--- src/stereo_settings.svh ---
`ifndef STEREO_SETTINGS_SVH
`define STEREO_SETTINGS_SVH

// one component of a sample (re or im)
`define STEREO_PIXEL_W 8

// number of disparity taps searched
`define STEREO_NUM_DISP 11

// full width of one component product
`define STEREO_PROD_W (2 * `STEREO_PIXEL_W)

// sum of two products needs one extra bit
`define STEREO_SCORE_W (`STEREO_PROD_W + 1)

// index into the tap range
`define STEREO_DISP_W ($clog2(`STEREO_NUM_DISP))

`endif

--- src/stereo_pkg.sv ---
`default_nettype none

`include "stereo_settings.svh"

package stereo_pkg;

   // one sample component
   typedef logic [`STEREO_PIXEL_W-1:0] pixel_t;

   // a sample is a re/im pair
   typedef struct packed {
      pixel_t re;
      pixel_t im;
   } sample_t;

   // index 0 holds the newest left sample
   typedef sample_t [`STEREO_NUM_DISP-1:0] tap_vec_t;

   // one component product
   typedef logic [`STEREO_PROD_W-1:0] prod_t;

   // correlation score, wide enough for re*re + im*im
   typedef logic [`STEREO_SCORE_W-1:0] score_t;

   // one score per disparity
   typedef score_t [`STEREO_NUM_DISP-1:0] score_vec_t;

   // disparity index
   typedef logic [`STEREO_DISP_W-1:0] disp_t;

   // winner of the max search
   typedef struct packed {
      disp_t  disp;
      score_t score;
   } disp_result_t;

endpackage

`default_nettype wire

--- src/corr_delay_line.sv ---
`default_nettype none

`include "stereo_settings.svh"

module corr_delay_line (
   input  wire logic                clk,
   input  wire logic                reset,
   input  wire logic                wen,
   input  wire stereo_pkg::sample_t left_in,
   input  wire stereo_pkg::sample_t right_in,
   output stereo_pkg::tap_vec_t     taps,
   output stereo_pkg::sample_t      right
);

   // left tap chain, one place per strobe
   always_ff @(posedge clk)
   begin
      if (reset)
      begin
         taps <= '0;
      end
      else if (wen)
      begin
         taps[0] <= left_in;                        // newest sample enters tap 0
         for (int d = 1; d < `STEREO_NUM_DISP; d++)
         begin
            taps[d] <= taps[d-1];
         end
      end
   end

   // right sample is captured with the same strobe
   always_ff @(posedge clk)
   begin
      if (reset)
      begin
         right <= '0;
      end
      else if (wen)
      begin
         right <= right_in;
      end
   end

endmodule

`default_nettype wire

--- src/corr_cell.sv ---
`default_nettype none

`include "stereo_settings.svh"

module corr_cell (
   input  wire logic                clk,
   input  wire logic                reset,
   input  wire stereo_pkg::sample_t left,
   input  wire stereo_pkg::sample_t right,
   output stereo_pkg::score_t       score
);

   import stereo_pkg::*;

   prod_t prod_re;
   prod_t prod_im;

   // stage 1: component products
   always_ff @(posedge clk)
   begin
      if (reset)
      begin
         prod_re <= '0;
         prod_im <= '0;
      end
      else
      begin
         prod_re <= left.re * right.re;             // unsigned 8x8
         prod_im <= left.im * right.im;
      end
   end

   // stage 2: sum at full width, no overflow possible
   always_ff @(posedge clk)
   begin
      if (reset)
      begin
         score <= '0;
      end
      else
      begin
         score <= score_t'(prod_re) + score_t'(prod_im);
      end
   end

endmodule

`default_nettype wire

--- src/corr_array.sv ---
`default_nettype none

`include "stereo_settings.svh"

module corr_array (
   input  wire logic                clk,
   input  wire logic                reset,
   input  wire logic                sample_valid,
   input  wire stereo_pkg::sample_t left_in,
   input  wire stereo_pkg::sample_t right_in,
   output stereo_pkg::score_vec_t   scores,
   output logic                     score_valid
);

   import stereo_pkg::*;

   tap_vec_t   taps;
   sample_t    right_q;
   score_vec_t sums;                                // free-running cell outputs

   // strobe tracked alongside the data: taps, products, sums
   logic valid_tap;
   logic valid_prod;
   logic valid_sum;

   corr_delay_line u_delay_line (
      .clk      (clk),
      .reset    (reset),
      .wen      (sample_valid),
      .left_in  (left_in),
      .right_in (right_in),
      .taps     (taps),
      .right    (right_q)
   );

   // one cell per disparity, all sharing the right sample
   for (genvar d = 0; d < `STEREO_NUM_DISP; d++)
   begin : g_cell
      corr_cell u_cell (
         .clk   (clk),
         .reset (reset),
         .left  (taps[d]),
         .right (right_q),
         .score (sums[d])
      );
   end

   always_ff @(posedge clk)
   begin
      if (reset)
      begin
         valid_tap  <= 1'b0;
         valid_prod <= 1'b0;
         valid_sum  <= 1'b0;
      end
      else
      begin
         valid_tap  <= sample_valid;
         valid_prod <= valid_tap;
         valid_sum  <= valid_prod;                  // sums now belong to that strobe
      end
   end

   // score bank holds between strobes
   always_ff @(posedge clk)
   begin
      if (reset)
      begin
         scores      <= '0;
         score_valid <= 1'b0;
      end
      else
      begin
         score_valid <= valid_sum;
         if (valid_sum)
         begin
            scores <= sums;
         end
      end
   end

endmodule

`default_nettype wire

--- config.mk ---
export PLATFORM = sky130hd
export DESIGN_NAME = corr_array
export DESIGN_NICKNAME = d
export VERILOG_FILES = /design/src/stereo_pkg.sv /design/src/corr_delay_line.sv /design/src/corr_cell.sv /design/src/corr_array.sv
export VERILOG_INCLUDE_DIRS = /design/src
export SDC_FILE = /design/constraint.sdc
export NUM_CORES = 2
export LEC_CHECK = 0
export ABC_AREA = 1
export BUFFER_PORTS_ARGS = -buffer_cell sky130_fd_sc_hd__buf_2
export CORE_AREA = 2 2 513 515
export DETAILED_ROUTE_END_ITERATION = 10
export DIE_AREA = 0 0 515 517
export PLACE_DENSITY = 0.62
export SLEW_MARGIN = 20
export SYNTH_ARGS = -nofsm -noshare
export SYNTH_HDL_FRONTEND = slang
export SYNTH_HIERARCHICAL = 1
export SYNTH_SLANG_ARGS = --single-unit
--- constraint.sdc ---
create_clock -name clk -period 4.7 [get_ports clk]
set_input_delay 0.94 -clock clk [delete_from_list [all_inputs] [get_ports clk]]
set_output_delay 0.94 -clock clk [all_outputs]
set_load 0.05 [all_outputs]
==> results.yml <==
logic_synthesis:
  netlist_instances: 13700
  postSynthAreaPerCell_um2: 6.61
  synth_warnings: 6
  ys_ff_latch: 922
  synth-seq-area-share_pct: 20.3
  syn-num-nets: 15600
  synth_cell_types: 42
  netlist_area_um2: 90800
worst_setup_path:
  critPathSlowestCell: "dfxtp_4"
  critPathCaptureType: "register"
  cp_data_required_time_ns: 5.36
  cp-start-kind: "register"
  arrival_ns: 5.06
  path_cells: "buf_4, nand2_1, inv_1, fa_1, fa_1, fa_1, inv_1, fa_1, inv_1, ha_1, nand2_1, inv_1, nand2_1, nand2_1, a21oi_1, o21ai_0, a21oi_1"
  crit_type: "register to register"
  max_stage_delay_ns: 0.66
  cp_max_fo: 22
layout:
  fillers: 28100
  syn_to_final_growth_pct: 9.69
  stdcell_area_um2: 99600
  nets: 15500
  drive_above_1_share_pct: 5.22
  multi_input_area_um2: 56700
  mostFrequentLayoutCells: "4162 x nand2_1, 3484 x inv_1, 1694 x nor2_1"
  layout_commonest_cell: "nand2_1"
  seq_area_um2: 18500
  fin_cells: 17300
route:
  drtPass1Iterations: 6
  ant_nets: 0
  first_iter_violations: 4279
  viasPerCell: 4.39
  avgRoutedWirePerCell_um: 13.2
  routed_wirelength_um: 228000
  vias: 75800
  drc: 0
placement:
  place_inst: 17000
  place_hpwl_um: 178000
  place_congestion: 0.865
  placed_area_um2: 95600
  port_buffers: 222
sta:
  maxSlewViolCount: 0
  worstMarginPinSlew_ns: 1.07
  fin_crit_ns: 4.40
  setup_violations: 0
  fmax_mhz: 227
  fin_skew_ns: 0.0489
  setup-tns-final_ns: 0
  period_share_pct: 93.7
  relSlewSlack_pct: 28.9
  rsz0062_at_grt: "false"
  finalHoldViolations: 0
power_and_ir_drop:
  swShare_pct: 33.6
  power.internal_mw: 15.8
  power_frac_clock_pct: 39.9
  p_comb_share_pct: 22.7
  vdd_drop_max_mv: 0.288
  p_leak_nw: 61.5
  power_density_nw_per_um2: 239
  p_seq_share_pct: 37.4
  p_sw_mw: 8.00
floorplanning:
  die_y_um: 517
  floorplan.initialDensity_pct: 34.8
  rows: 188
  die_w_um: 515
  dieArea_um2: 266000
  design.core.area_um2: 261000
  num_io_pins: 223
clocking:
  ctsHtreeMaxLevel: 3
  cts_buffers: 117
  cts.sinks: 922
  clk_transition_reported_paths_ns: 0.06
  cts_tree: "yes"
  ctsHoldBuffers: 0
  cts_max_path_buffers: 3
  cts_resized: 0
  clk_latency_ns: 0.79
  post_cts_buffers: 0
  cts_root_buf: "clkbuf_16"
flow_run:
  drv_cap: 0
global_route:
  grt_max_degree: 125
  track_usage_pct: 17.4
  grt_pass1_vias: 73900
  antenna_found_initial: 2
  grt_first_pass_wirelength_um: 380000
  grt-ovfl-total: 0
min_path:
  worstHoldPathType: "register to register"
status:
  status: "completed"
-- area by class of cell --
| cell class | instances | area share, % |
|---|---|---|
| Multi-Input combinational cell | 8800 | 56.9 |
| Timing Repair Buffer | 404 | 2.97 |
| Tap cell | 3420 | 4.29 |
| Sequential cell | 922 | 18.6 |
| Inverter | 3493 | 13.2 |
| Antenna cell | 4 | 0.0100 |
| Clock inverter | 64 | 0.777 |
| Clock buffer | 148 | 3.25 |
-- registers in the layout (all words and copies together) (netlist names) --
| name | cells |
|---|---|
| scores | 187 |
| g_cell.u_cell/prod_re | 176 |
| valid_tap | 1 |
| g_cell.u_cell/prod_im | 176 |
| g_cell.u_cell/score | 187 |
| u_delay_line/taps | 176 |
| score_valid | 1 |
| valid_prod | 1 |
| u_delay_line/right | 16 |
| valid_sum | 1 |
-- path summary, 6_finish.rpt --
| path | cells after the start | slack, ns | endpoint | startpoint |
|---|---|---|---|---|
| max | 17 | 0.30 | g_cell[3].u_cell/prod_im[10]$_SDFF_PP0_ | u_delay_line/right[7]$_SDFFE_PP0P_ |
| min | 2 | 0.40 | valid_sum$_SDFF_PP0_ | valid_prod$_SDFF_PP0_ |
| max reg2reg | 17 | 0.30 | g_cell[3].u_cell/prod_im[10]$_SDFF_PP0_ | u_delay_line/right[7]$_SDFFE_PP0P_ |
| min reg2reg | 2 | 0.40 | valid_sum$_SDFF_PP0_ | valid_prod$_SDFF_PP0_ |
-- logic make-up after synthesis --
kind of cell	count (synthesis)	share of synthesized area, %
AND/OR/NAND/NOR	6385	27.5
buffers and inverters	4026	17.2
adder cells (fa/ha/maj)	1771	31.0
flip-flops	922	20.3
AO/OA/AOI/OAI	601	3.51
XOR/XNOR	43	0.415
-- metal layers --
layer | part of all wire [%] | GRT usage (%)
met1 | 48 | 23.7
met2 | 46 | 29.3
met3 | 4.2 | 2.01
met4 | 2.0 | 3.83
met5 | 0 | 0
-- synthesized netlist by cell type (all sizes together) --
cell,number,area (um2)
nand2,4202,15900
inv,3493,13100
nor2,1703,6430
ha,968,12100
dfxtp,922,18500
fa,803,16100
a21oi,369,1860
nand3,358,1890
clkbuf,350,1350
buf,183,1180
o21ai,161,810
a21o,44,330
xor2,43,377
nor3,35,205
and2,23,149
nand4,22,138
or2,18,113
a31oi,15,93.8
nor3b,13,103
nand3b,11,82.6
o21bai,6,45.0
o21a,4,30.0
a211oi,2,15.0
-- worst max-delay path: cells and delay by family, from the launching register on --
| family | cells | cell delay (ns) |
|---|---|---|
| buf+inv | 5 | 0.56 |
| simple gates | 4 | 0.35 |
| fa+ha+maj | 5 | 2.21 |
| compound gates | 3 | 0.45 |
| flops | 1 | 0.66 |
-- stage by stage --
| stage | total power [mW] | worst slack [ns] | hold WS, ns | util [%] |
|---|---|---|---|---|
| finish | 23.8 | 0.298 | 0.396 | 38.2 |
| global route | 25.3 | 0.00764 | 0.419 | 38.2 |
| CTS | 24.2 | 0.292 | 0.396 | 38.2 |
| detailed placement | 14.5 | 0.302 | 0.387 | 36.6 |
| global placement | 14.4 | 0.375 | 0.382 | 36.6 |
| floorplan | 12.8 | 0.697 | 0.388 | - |
-- power by group through the flow --
stage                     clock, mW  sequential, mW  combinational [mW]
after floorplan                   0            8.90                3.94
after global placement            0            9.05                5.38
after detailed placement          0            9.05                5.42
after CTS                      9.86            8.89                5.47
after global routing           10.1            8.94                6.26
final                          9.50            8.88                5.39
Power figures use the tool's default switching activity.
