$ cat src/stereo_settings.svh
`ifndef STEREO_SETTINGS_SVH
`define STEREO_SETTINGS_SVH

// one component of a sample (re or im)
`define STEREO_PIXEL_W 8

// number of disparity taps searched
`define STEREO_NUM_DISP 11

// full width of one component product
`define STEREO_PROD_W (2 * `STEREO_PIXEL_W)

// sum of two products needs one extra bit
`define STEREO_SCORE_W (`STEREO_PROD_W + 1)

// index into the tap range
`define STEREO_DISP_W ($clog2(`STEREO_NUM_DISP))

`endif

$ cat src/stereo_pkg.sv
`default_nettype none

`include "stereo_settings.svh"

package stereo_pkg;

   // one sample component
   typedef logic [`STEREO_PIXEL_W-1:0] pixel_t;

   // a sample is a re/im pair
   typedef struct packed {
      pixel_t re;
      pixel_t im;
   } sample_t;

   // index 0 holds the newest left sample
   typedef sample_t [`STEREO_NUM_DISP-1:0] tap_vec_t;

   // one component product
   typedef logic [`STEREO_PROD_W-1:0] prod_t;

   // correlation score, wide enough for re*re + im*im
   typedef logic [`STEREO_SCORE_W-1:0] score_t;

   // one score per disparity
   typedef score_t [`STEREO_NUM_DISP-1:0] score_vec_t;

   // disparity index
   typedef logic [`STEREO_DISP_W-1:0] disp_t;

   // winner of the max search
   typedef struct packed {
      disp_t  disp;
      score_t score;
   } disp_result_t;

endpackage

`default_nettype wire

$ cat src/disparity_select.sv
`default_nettype none

`include "stereo_settings.svh"

module disparity_select (
   input  wire logic                    clk,
   input  wire logic                    reset,
   input  wire stereo_pkg::score_vec_t  scores,
   input  wire logic                    score_valid,
   output stereo_pkg::disp_result_t     best,
   output logic                         best_valid
);

   import stereo_pkg::*;

   disp_result_t cand;

   // linear max search; strict compare keeps the lowest index on ties
   always_comb
   begin
      cand.disp  = '0;
      cand.score = scores[0];
      for (int d = 1; d < `STEREO_NUM_DISP; d++)
      begin
         if (scores[d] > cand.score)
         begin
            cand.disp  = disp_t'(d);
            cand.score = scores[d];
         end
      end
   end

   always_ff @(posedge clk)
   begin
      if (reset)
      begin
         best       <= '0;
         best_valid <= 1'b0;
      end
      else
      begin
         best_valid <= score_valid;
         if (score_valid)
         begin
            best <= cand;                           // otherwise hold last result
         end
      end
   end

endmodule

`default_nettype wire

$ cat config.mk
export PLATFORM = sky130hd
export DESIGN_NAME = disparity_select
export DESIGN_NICKNAME = d
export VERILOG_FILES = /design/src/stereo_pkg.sv /design/src/disparity_select.sv
export VERILOG_INCLUDE_DIRS = /design/src
export SDC_FILE = /design/constraint.sdc
export NUM_CORES = 1
export LEC_CHECK = 0
export ABC_AREA = 1
export ABC_CLOCK_PERIOD_IN_PS = 25100
export BUFFER_PORTS_ARGS = -buffer_cell sky130_fd_sc_hd__buf_2
export CAP_MARGIN = 30
export CORE_AREA = 2 2 146 105
export DETAILED_ROUTE_END_ITERATION = 16
export DIE_AREA = 0 0 148 107
export PLACE_DENSITY = 0.77
export RECOVER_POWER = 25
export SETUP_SLACK_MARGIN = 0.5
export SLEW_MARGIN = 30
export SYNTH_ARGS = -nofsm -noshare
export SYNTH_HDL_FRONTEND = slang
export SYNTH_SLANG_ARGS = --single-unit
$ cat constraint.sdc
create_clock -name clk -period 25.1 [get_ports clk]
set_clock_uncertainty 0.1 [all_clocks]
set_input_delay 3.765 -clock clk [delete_from_list [all_inputs] [get_ports clk]]
set_output_delay 3.765 -clock clk [all_outputs]
set_load 0.01 [all_outputs]
==> results.sh, run 1 <==
export IMPL_status="completed"
export IMPL_overflow=0
export IMPL_drt_initial_drc_count=719
export IMPL_fin_setup_tns_ps=0
export IMPL_synth_edf_count=0
export IMPL_dp_hpwl_um=19400
export IMPL_critPathKind="in2reg"
export IMPL_max_cap_viol_count=0
export IMPL_async_flop_share=0
export IMPL_regArea_um2=440
export IMPL_cp_data_required_time_ps=25190
export IMPL_relSlewSlack=0.531
export IMPL_rsz0062_at_grt="no"
export IMPL_yosys_warnings=0
export IMPL_syn_area_per_cell_um2=6.14
export IMPL_die_y_um=107
export IMPL_portBuffers=211
export IMPL_grtUsageTotal=0.275
export IMPL_synth_cell_types=41
export IMPL_grt_pass1_vias=7554
export IMPL_routed_wl_um=22700
export IMPL_cpPeakStageDelay_ps=560
export IMPL_area_growth_pct=20.2
export IMPL_crit_arrival_ps=22560
export IMPL_vias=8465
export IMPL_antenna_left=0
export IMPL_cts_hold_buf=0
export IMPL_crit_top_cell="nand2_1"
export IMPL_path_max_fanout=32
export IMPL_setup_viol_count_final=0
export IMPL_io_pins=212
export IMPL_cts_sinks=22
export IMPL_gr_usage_met1=0.402
export IMPL_met2_usage=0.422
export IMPL_root_buffer="clkbuf_16"
export IMPL_finalWeightedCongestion=0.965
export IMPL_finalCritPeriodShare=0.895
export IMPL_start_kind="primary input"
export IMPL_min_period_ps=22470
export IMPL_cts_tree="done"
export IMPL_gr_usage_met3=0.0506
export IMPL_grt_max_degree=33
export IMPL_max_freq_mhz=44.5
export IMPL_final_util=0.592
export IMPL_multi_input_area_mm2=0.00612
export IMPL_drc_errors=0
export IMPL_start_util=0.493
export IMPL_worst_slew_pin_slew_ps=702
export IMPL_rows=37
export IMPL_grt_pass1_wl_um=35700
export IMPL_core_mm2=0.0144
export IMPL_antenna_found_initial=3
export IMPL_ys_seq_area_frac=0.0619
export IMPL_numCtsBuffers=3
export IMPL_busiest_layer="met2"
export IMPL_die_w_um=148
export IMPL_ys_flop_type="dfxtp_1"
export IMPL_critPathSlowestCell="o21ai_2"
export IMPL_fin_nets=1712
export IMPL_drt_first_pass_iters=6
export IMPL_ys_ff_latch=22
export IMPL_htreeDepth=1
export IMPL_vias_per_cell=5.45
export IMPL_finalHoldViolCount=0
export IMPL_fillCellCount=1414
export IMPL_min_path_type="reg2reg"
export IMPL_path_clk_slew_ps=60
export IMPL_drive_gt1_frac=0.223
export IMPL_syn_area_mm2=0.00712
export IMPL_insertion_delay_ps=270
export IMPL_cts_buffer_depth=2
export IMPL_die_area_mm2=0.0158
export IMPL_endpoint_kind="flop"
export IMPL_slew_viol_final=0
export IMPL_synthCells=1158
export IMPL_syn_nets=1512
export IMPL_wl_per_cell_um=14.6
registers in the layout, indices dropped and copies added (netlist names):
register	count
best_valid	1
best	21
final timing paths:
check                         from                     to  slack [ps]  cells after the start
max                     scores[12]   best[7]$_SDFFE_PP0P_        2630                    125
max reg2reg  best[20]$_SDFFE_PP0P_  best[20]$_SDFFE_PP0P_       24300                      2
min           best[6]$_SDFFE_PP0P_   best[6]$_SDFFE_PP0P_         370                      2
min reg2reg   best[6]$_SDFFE_PP0P_   best[6]$_SDFFE_PP0P_         370                      2
routing by layer:
metal,share of wire,vias to the layer above
met5,0.00062,-
met4,0.018,4
met3,0.099,50
met2,0.41,368
met1,0.47,3698
li1,-,4345
cell usage in the layout, fill, tap and decap left out, types with 4 or more instances in the layout:
master      n
and2_1     31
nand4_1    16
o21ai_0   110
o21ai_1     9
or2_2      16
buf_4      16
nand2_2    23
dfxtp_1    22
a21oi_2     7
nand3b_1    5
nand2_4     4
a211oi_1   19
nand2_1   317
nor2_1     44
ha_1      164
buf_2     200
nand3_2    16
clkbuf_1   11
nor3_1     17
nand3_1    86
a21oi_1    63
inv_1     118
area by class of cell:
class	instances	area share
Multi-Input combinational cell	979	0.716
Timing Repair Buffer	227	0.136
Inverter	124	0.0549
Sequential cell	22	0.0515
Tap cell	195	0.0285
Clock buffer	3	0.00878
Clock inverter	1	0.00351
Timing Repair inverter	1	0.000585
Antenna cell	1	0.000293
per-stage QoR:
stage / cells / instance area, µm² / worst slack, ps / hold slack, ps
detailed placement: 1538 / 8320 / 426 / 355
global placement: 1538 / 8320 / 1210 / 354
CTS: 1542 / 8430 / 595 / 365
global route: 1552 / 8550 / 398 / 384
floorplan: 1158 / 7120 / 3750 / 390
finish: 1553 / 8550 / 2630 / 367
synthesized netlist by cell type, types with 7 or more instances:
master	number	share of area
o21ai_1	7	0.0049
nand3_2	16	0.023
nand4_1	16	0.014
nor3_1	17	0.012
a21oi_2	7	0.0086
o21ai_0	114	0.080
dfxtp_1	22	0.062
or2_2	16	0.014
nand2_2	20	0.018
clkbuf_1	26	0.014
a211oi_1	19	0.020
nand3_1	86	0.060
nand2_1	321	0.17
inv_1	118	0.062
a21oi_1	63	0.044
ha_1	164	0.29
and2_1	31	0.027
nor2_1	44	0.023
worst max-delay path: cells and delay by family:
kind,cells,cell delay (ps)
AND/OR/NAND/NOR,64,6860
AO/OA/AOI/OAI,37,6580
adder cells (fa/ha/maj),10,2950
buffers and inverters,14,2320
cells by family (layout without fill, tap and decap cells):
group / Yosys count / after routing / synth area share
compound gates: 228 / 229 / 0.178
fa+ha+maj: 164 / 164 / 0.288
buf+inv: 158 / 356 / 0.0876
flops: 22 / 22 / 0.0619
other cells: 0 / 1 / 0
simple gates: 586 / 586 / 0.384
timing repair:
| item | 4_1_cts | 5_1_grt |
|---|---|---|
| setup endpoints to repair | 0 | 21 |
| setup buffers | 0 | 8 |
| resized for setup | 0 | 17 |
Power of run 1 is left out: the tool's default activity adds up to more than one toggle a clock period on the data nets, which glitch-free logic cannot reach.
==> inputs of run 2 (changes only) <==
CORE_AREA = 2 2 139 101   (was 2 2 146 105)
DIE_AREA = 0 0 141 103   (was 0 0 148 107)
PLACE_DENSITY = 0.83   (was 0.77)
==> run 2 against run 1 <==
- worst hold slack lost 1.6 ps
- first-iteration DRC count shrank 4.6%
- setup slack gained 3.7 ps
- utilization grew 3.8 points
- sequential share of layout area grew 0.077 points
- die area shrank 8.3%
- count of clock-buffer cells in the layout is the same
- cell area shrank 1.5%
- critical path type unchanged
- critical endpoint is now best[6]$_SDFFE_PP0P_
==> results.sh, run 2 (synthesis results as in run 1) <==
export IMPL_fin_setup_tns_ps=0
export IMPL_vias_per_cell=5.58
export IMPL_start_kind="primary input"
export IMPL_cts_sinks=22
export IMPL_drt_initial_drc_count=686
export IMPL_grt_max_degree=35
export IMPL_path_clk_slew_ps=60
export IMPL_layout_cells_most_common="nand2_1"
export IMPL_root_buffer="clkbuf_16"
export IMPL_drt_first_pass_iters=5
export IMPL_min_path_type="reg2reg"
export IMPL_status="completed"
export IMPL_drc_errors=0
export IMPL_fin_nets=1701
export IMPL_dp_hpwl_um=19100
export IMPL_worst_slew_pin_slew_ps=718
export IMPL_antenna_left=0
export IMPL_grt_pass1_wl_um=34700
export IMPL_relSlewSlack=0.521
export IMPL_rr_worst_depth=2
export IMPL_numCtsBuffers=3
export IMPL_crit_path_start="scores[12]"
export IMPL_max_freq_mhz=44.5
export IMPL_endpoint_kind="flop"
export IMPL_final_cell_mix="318 x nand2_1, 200 x buf_2, 164 x ha_1"
export IMPL_cts_buffer_depth=2
export IMPL_critPathSlowestCell="o21ai_0"
export IMPL_r2r_setup_slack_ps=24320
export IMPL_largestRegisters="best (21), best_valid (1)"
export IMPL_cts_tree="done"
export IMPL_io_pins=212
export IMPL_top_register="best"
export IMPL_core_mm2=0.0134
export IMPL_largest_reg_flops=21
export IMPL_min_period_ps=22460
export IMPL_vias=8462
export IMPL_finalCritPeriodShare=0.895
export IMPL_grtUsageTotal=0.293
export IMPL_slew_viol_final=0
export IMPL_rsz0062_at_grt="no"
export IMPL_die_y_um=103
export IMPL_overflow=0
export IMPL_crit_top_cell="nand2_1"
export IMPL_critPathKind="in2reg"
export IMPL_cp_data_required_time_ps=25190
export IMPL_routed_wl_um=22100
export IMPL_drive_gt1_frac=0.215
export IMPL_reg2reg_to="best[18]$_SDFFE_PP0P_"
export IMPL_finalHoldViolCount=0
export IMPL_finalWeightedCongestion=1.03
export IMPL_insertion_delay_ps=260
export IMPL_reg2reg_from="best[18]$_SDFFE_PP0P_"
export IMPL_start_util=0.532
export IMPL_fillCellCount=1246
export IMPL_crit_path_end="best[6]$_SDFFE_PP0P_"
export IMPL_area_growth_pct=18.4
export IMPL_cpPeakStageDelay_ps=480
export IMPL_cts_setup_buffers=0
export IMPL_die_area_mm2=0.0145
export IMPL_wl_per_cell_um=14.6
export IMPL_htreeDepth=1
export IMPL_antenna_found_initial=4
export IMPL_portBuffers=211
export IMPL_path_max_fanout=34
export IMPL_rows=36
export IMPL_max_cap_viol_count=0
export IMPL_crit_arrival_ps=22550
export IMPL_setup_viol_count_final=0
export IMPL_grt_pass1_vias=7444
export IMPL_die_w_um=141
[run 2: cell count changes in the layout (fill, tap and decap cells not counted), sizes merged]
cell | before | now
bufinv | 1 | 0
clkinvlp | 2 | 1
buf | 216 | 206
[run 2: worst min-delay path by stage]
stage               cells after the start              endpoint            startpoint
floorplan                               2  best[0]$_SDFFE_PP0P_  best[0]$_SDFFE_PP0P_
global placement                        2  best[3]$_SDFFE_PP0P_  best[3]$_SDFFE_PP0P_
detailed placement                      2  best[8]$_SDFFE_PP0P_  best[8]$_SDFFE_PP0P_
CTS                                     2  best[8]$_SDFFE_PP0P_  best[8]$_SDFFE_PP0P_
global route                            2  best[7]$_SDFFE_PP0P_  best[7]$_SDFFE_PP0P_
finish                                  2  best[8]$_SDFFE_PP0P_  best[8]$_SDFFE_PP0P_
[run 2: per-stage QoR]
stage          setup slack, ps  cell area (µm²)  std cells   util  hold WS, ps
3_5_place_dp               135             8280       1512  0.619          356
4_1_cts                    633             8350       1515  0.624          365
3_3_place_gp               973             8280       1512  0.619          353
6_report                  2640             8420       1517  0.630          365
5_1_grt                    474             8420       1516  0.630          385
2_1_floorplan             3750             7120       1158      -          390
[run 2: what timing repair did]
| item | in CTS | in global routing |
|---|---|---|
| gates cloned | 0 | 1 |
| hold buffers | 0 | 0 |
| resized for setup | 1 | 16 |
| pin swaps | 0 | 1 |
| setup endpoints to repair | 19 | 21 |
[run 2: critical path, delay by kind of cell]
kind	cells	cell delay [ps]
adder cells (fa/ha/maj)	10	2980
AO/OA/AOI/OAI	46	8030
AND/OR/NAND/NOR	53	5710
buffers and inverters	11	2040
[run 2: routing by layer]
metal	wire (µm)	track usage	vias to the layer above
met1	10400	0.421	3727
met4	312	0.0408	2
met2	9240	0.461	367
li1	-	-	4330
met5	13	0	-
met3	2140	0.0618	36
[run 2: final cells by class]
| class | count | area (µm²) | area share |
|---|---|---|---|
| well taps | 171 | 214 | 0.0254 |
| flip-flops and latches | 22 | 440 | 0.0523 |
| inverters | 124 | 469 | 0.0557 |
| diodes | 1 | 2.50 | 0.000297 |
| clock buffers | 3 | 75.1 | 0.00891 |
| repair buffers | 217 | 1090 | 0.129 |
| multi-input cells | 979 | 6140 | 0.728 |
Power of run 2 is left out for the same reason.
==> inputs of run 3 (changes only) <==
ABC_CLOCK_PERIOD_IN_PS = 25500   (was 25100)
clock period = 25.5 ns   (was 25.1 ns; I/O delays follow)
==> run 3 against run 2 <==
- setup slack gained 51 ps
- wire length shrank 0.85%
- critical path depth shrank 6
- first-iteration DRC count shrank 5.5%
- final cell count grew 0.20%
- sequential share of layout area is essentially flat
- global-route usage shrank 0.68 points
- cell area grew 0.15%
==> results.sh, run 3 (synthesis results as in run 1) <==
export IMPL_cts_tree="done"
export IMPL_root_buffer="clkbuf_16"
export IMPL_finalWorstSetupSlack_ps=2690
export IMPL_grt_pass1_vias=7293
export IMPL_rr_worst_depth=2
export IMPL_die_w_um=141
export IMPL_start_util=0.532
export IMPL_grt_max_degree=33
export IMPL_cts_setup_buffers=0
export IMPL_hold_depth=2
export IMPL_final_cell_mix="316 x nand2_1, 200 x buf_2, 164 x ha_1"
export IMPL_crit_top_cell="nand2_1"
export IMPL_routed_wl_um=21900
export IMPL_largestRegisters="best (21), best_valid (1)"
export IMPL_final_util=0.631
export IMPL_die_area_mm2=0.0145
export IMPL_min_path_type="reg2reg"
export IMPL_top_register="best"
export IMPL_overflow=0
export IMPL_finalHoldViolCount=0
export IMPL_cts_sinks=22
export IMPL_relSlewSlack=0.542
export IMPL_grtUsageTotal=0.286
export IMPL_grt_pass1_wl_um=33800
export IMPL_crit_arrival_ps=22910
export IMPL_reg2reg_from="best[19]$_SDFFE_PP0P_"
export IMPL_largest_reg_flops=21
export IMPL_fillCellCount=1276
export IMPL_area_growth_pct=18.6
export IMPL_critPathKind="in2reg"
export IMPL_critPathSlowestCell="o21ai_2"
export IMPL_drc_errors=0
export IMPL_slew_viol_final=0
export IMPL_fin_nets=1701
export IMPL_layout_cells_most_common="nand2_1"
export IMPL_antenna_found_initial=5
export IMPL_reg2reg_to="best[19]$_SDFFE_PP0P_"
export IMPL_numCtsBuffers=3
export IMPL_portBuffers=211
export IMPL_r2r_setup_slack_ps=24740
export IMPL_htreeDepth=1
export IMPL_die_y_um=103
export IMPL_vias_per_cell=5.52
export IMPL_finalCritPeriodShare=0.895
export IMPL_worst_slew_pin_slew_ps=686
export IMPL_finalWeightedCongestion=0.975
export IMPL_min_period_ps=22810
export IMPL_drive_gt1_frac=0.217
export IMPL_dp_slack_ps=-247
export IMPL_max_cap_viol_count=0
export IMPL_cts_buffer_depth=2
export IMPL_min_to="best[10]$_SDFFE_PP0P_"
export IMPL_crit_path_start="scores[16]"
export IMPL_max_freq_mhz=43.8
export IMPL_dpl_cell_count=1512
export IMPL_path_max_fanout=32
export IMPL_antenna_left=0
export IMPL_drt_first_pass_iters=5
export IMPL_rows=36
export IMPL_cts_hold_buf=0
export IMPL_path_clk_slew_ps=60
export IMPL_wl_per_cell_um=14.4
export IMPL_instances_no_fill=1520
export IMPL_hp_start="best[10]$_SDFFE_PP0P_"
export IMPL_setup_viol_count_final=0
export IMPL_rsz0062_at_grt="no"
export IMPL_status="completed"
export IMPL_dp_hpwl_um=19000
export IMPL_drt_initial_drc_count=648
export IMPL_crit_family="compound AO/OA/AOI/OAI gates"
export IMPL_cpPeakStageDelay_ps=550
export IMPL_start_kind="primary input"
export IMPL_vias=8397
export IMPL_io_pins=212
export IMPL_insertion_delay_ps=260
export IMPL_path_buf_inv=8
export IMPL_core_mm2=0.0134
export IMPL_hold_worst_slack_ps=361
export IMPL_endpoint_kind="flop"
export IMPL_cp_data_required_time_ps=25600
## run 3: changes by cell type in the layout (fill, tap and decap cells not counted), sizes merged
| cell | previous run | this run |
|---|---|---|
| diode | 1 | 3 |
| clkbuf | 14 | 15 |
## run 3: per-layer routing
metal | GRT usage | up-vias | wire length, µm
met5 | 0 | - | 13
met4 | 0.0646 | 2 | 508
met3 | 0.0627 | 48 | 1970
met2 | 0.447 | 352 | 8880
met1 | 0.404 | 3666 | 10600
li1 | - | 4329 | -
## run 3: worst max path at each step
stage | cells after the start | to
finish | 114 | best[19]$_SDFFE_PP0P_
floorplan | 125 | best[5]$_SDFFE_PP0P_
global placement | 115 | best[19]$_SDFFE_PP0P_
global route | 123 | best[19]$_SDFFE_PP0P_
CTS | 116 | best[19]$_SDFFE_PP0P_
detailed placement | 115 | best[19]$_SDFFE_PP0P_
## run 3: cell type report
class                      count  area, µm²  share of cell area
sequential                    22        440              0.0522
clock buffer                   4       88.8              0.0105
timing repair buffer         217       1090               0.129
multi-input combinational    979       6130               0.727
antenna                        3       7.51            0.000890
inverter                     124        469              0.0556
tap                          171        214              0.0254
## run 3: worst min-delay path: cells and delay by family, from the launching register on
kind | cells | cell delay [ps]
AND/OR/NAND/NOR | 1 | 60
AO/OA/AOI/OAI | 1 | 50
flip-flops | 1 | 300
## run 3: repair_timing
action,in CTS,in global routing
pin swaps,0,1
gates cloned,0,1
hold endpoints to repair,0,0
resized for setup,4,14
setup endpoints to repair,21,21
## run 3: per-stage QoR
step	TNS, ps	area [µm²]
after floorplan	0	7120
after global placement	0	8280
after detailed placement	-1910	8280
after CTS	0	8370
after global routing	0	8430
final	0	8440
Power of run 3 is left out for the same reason.
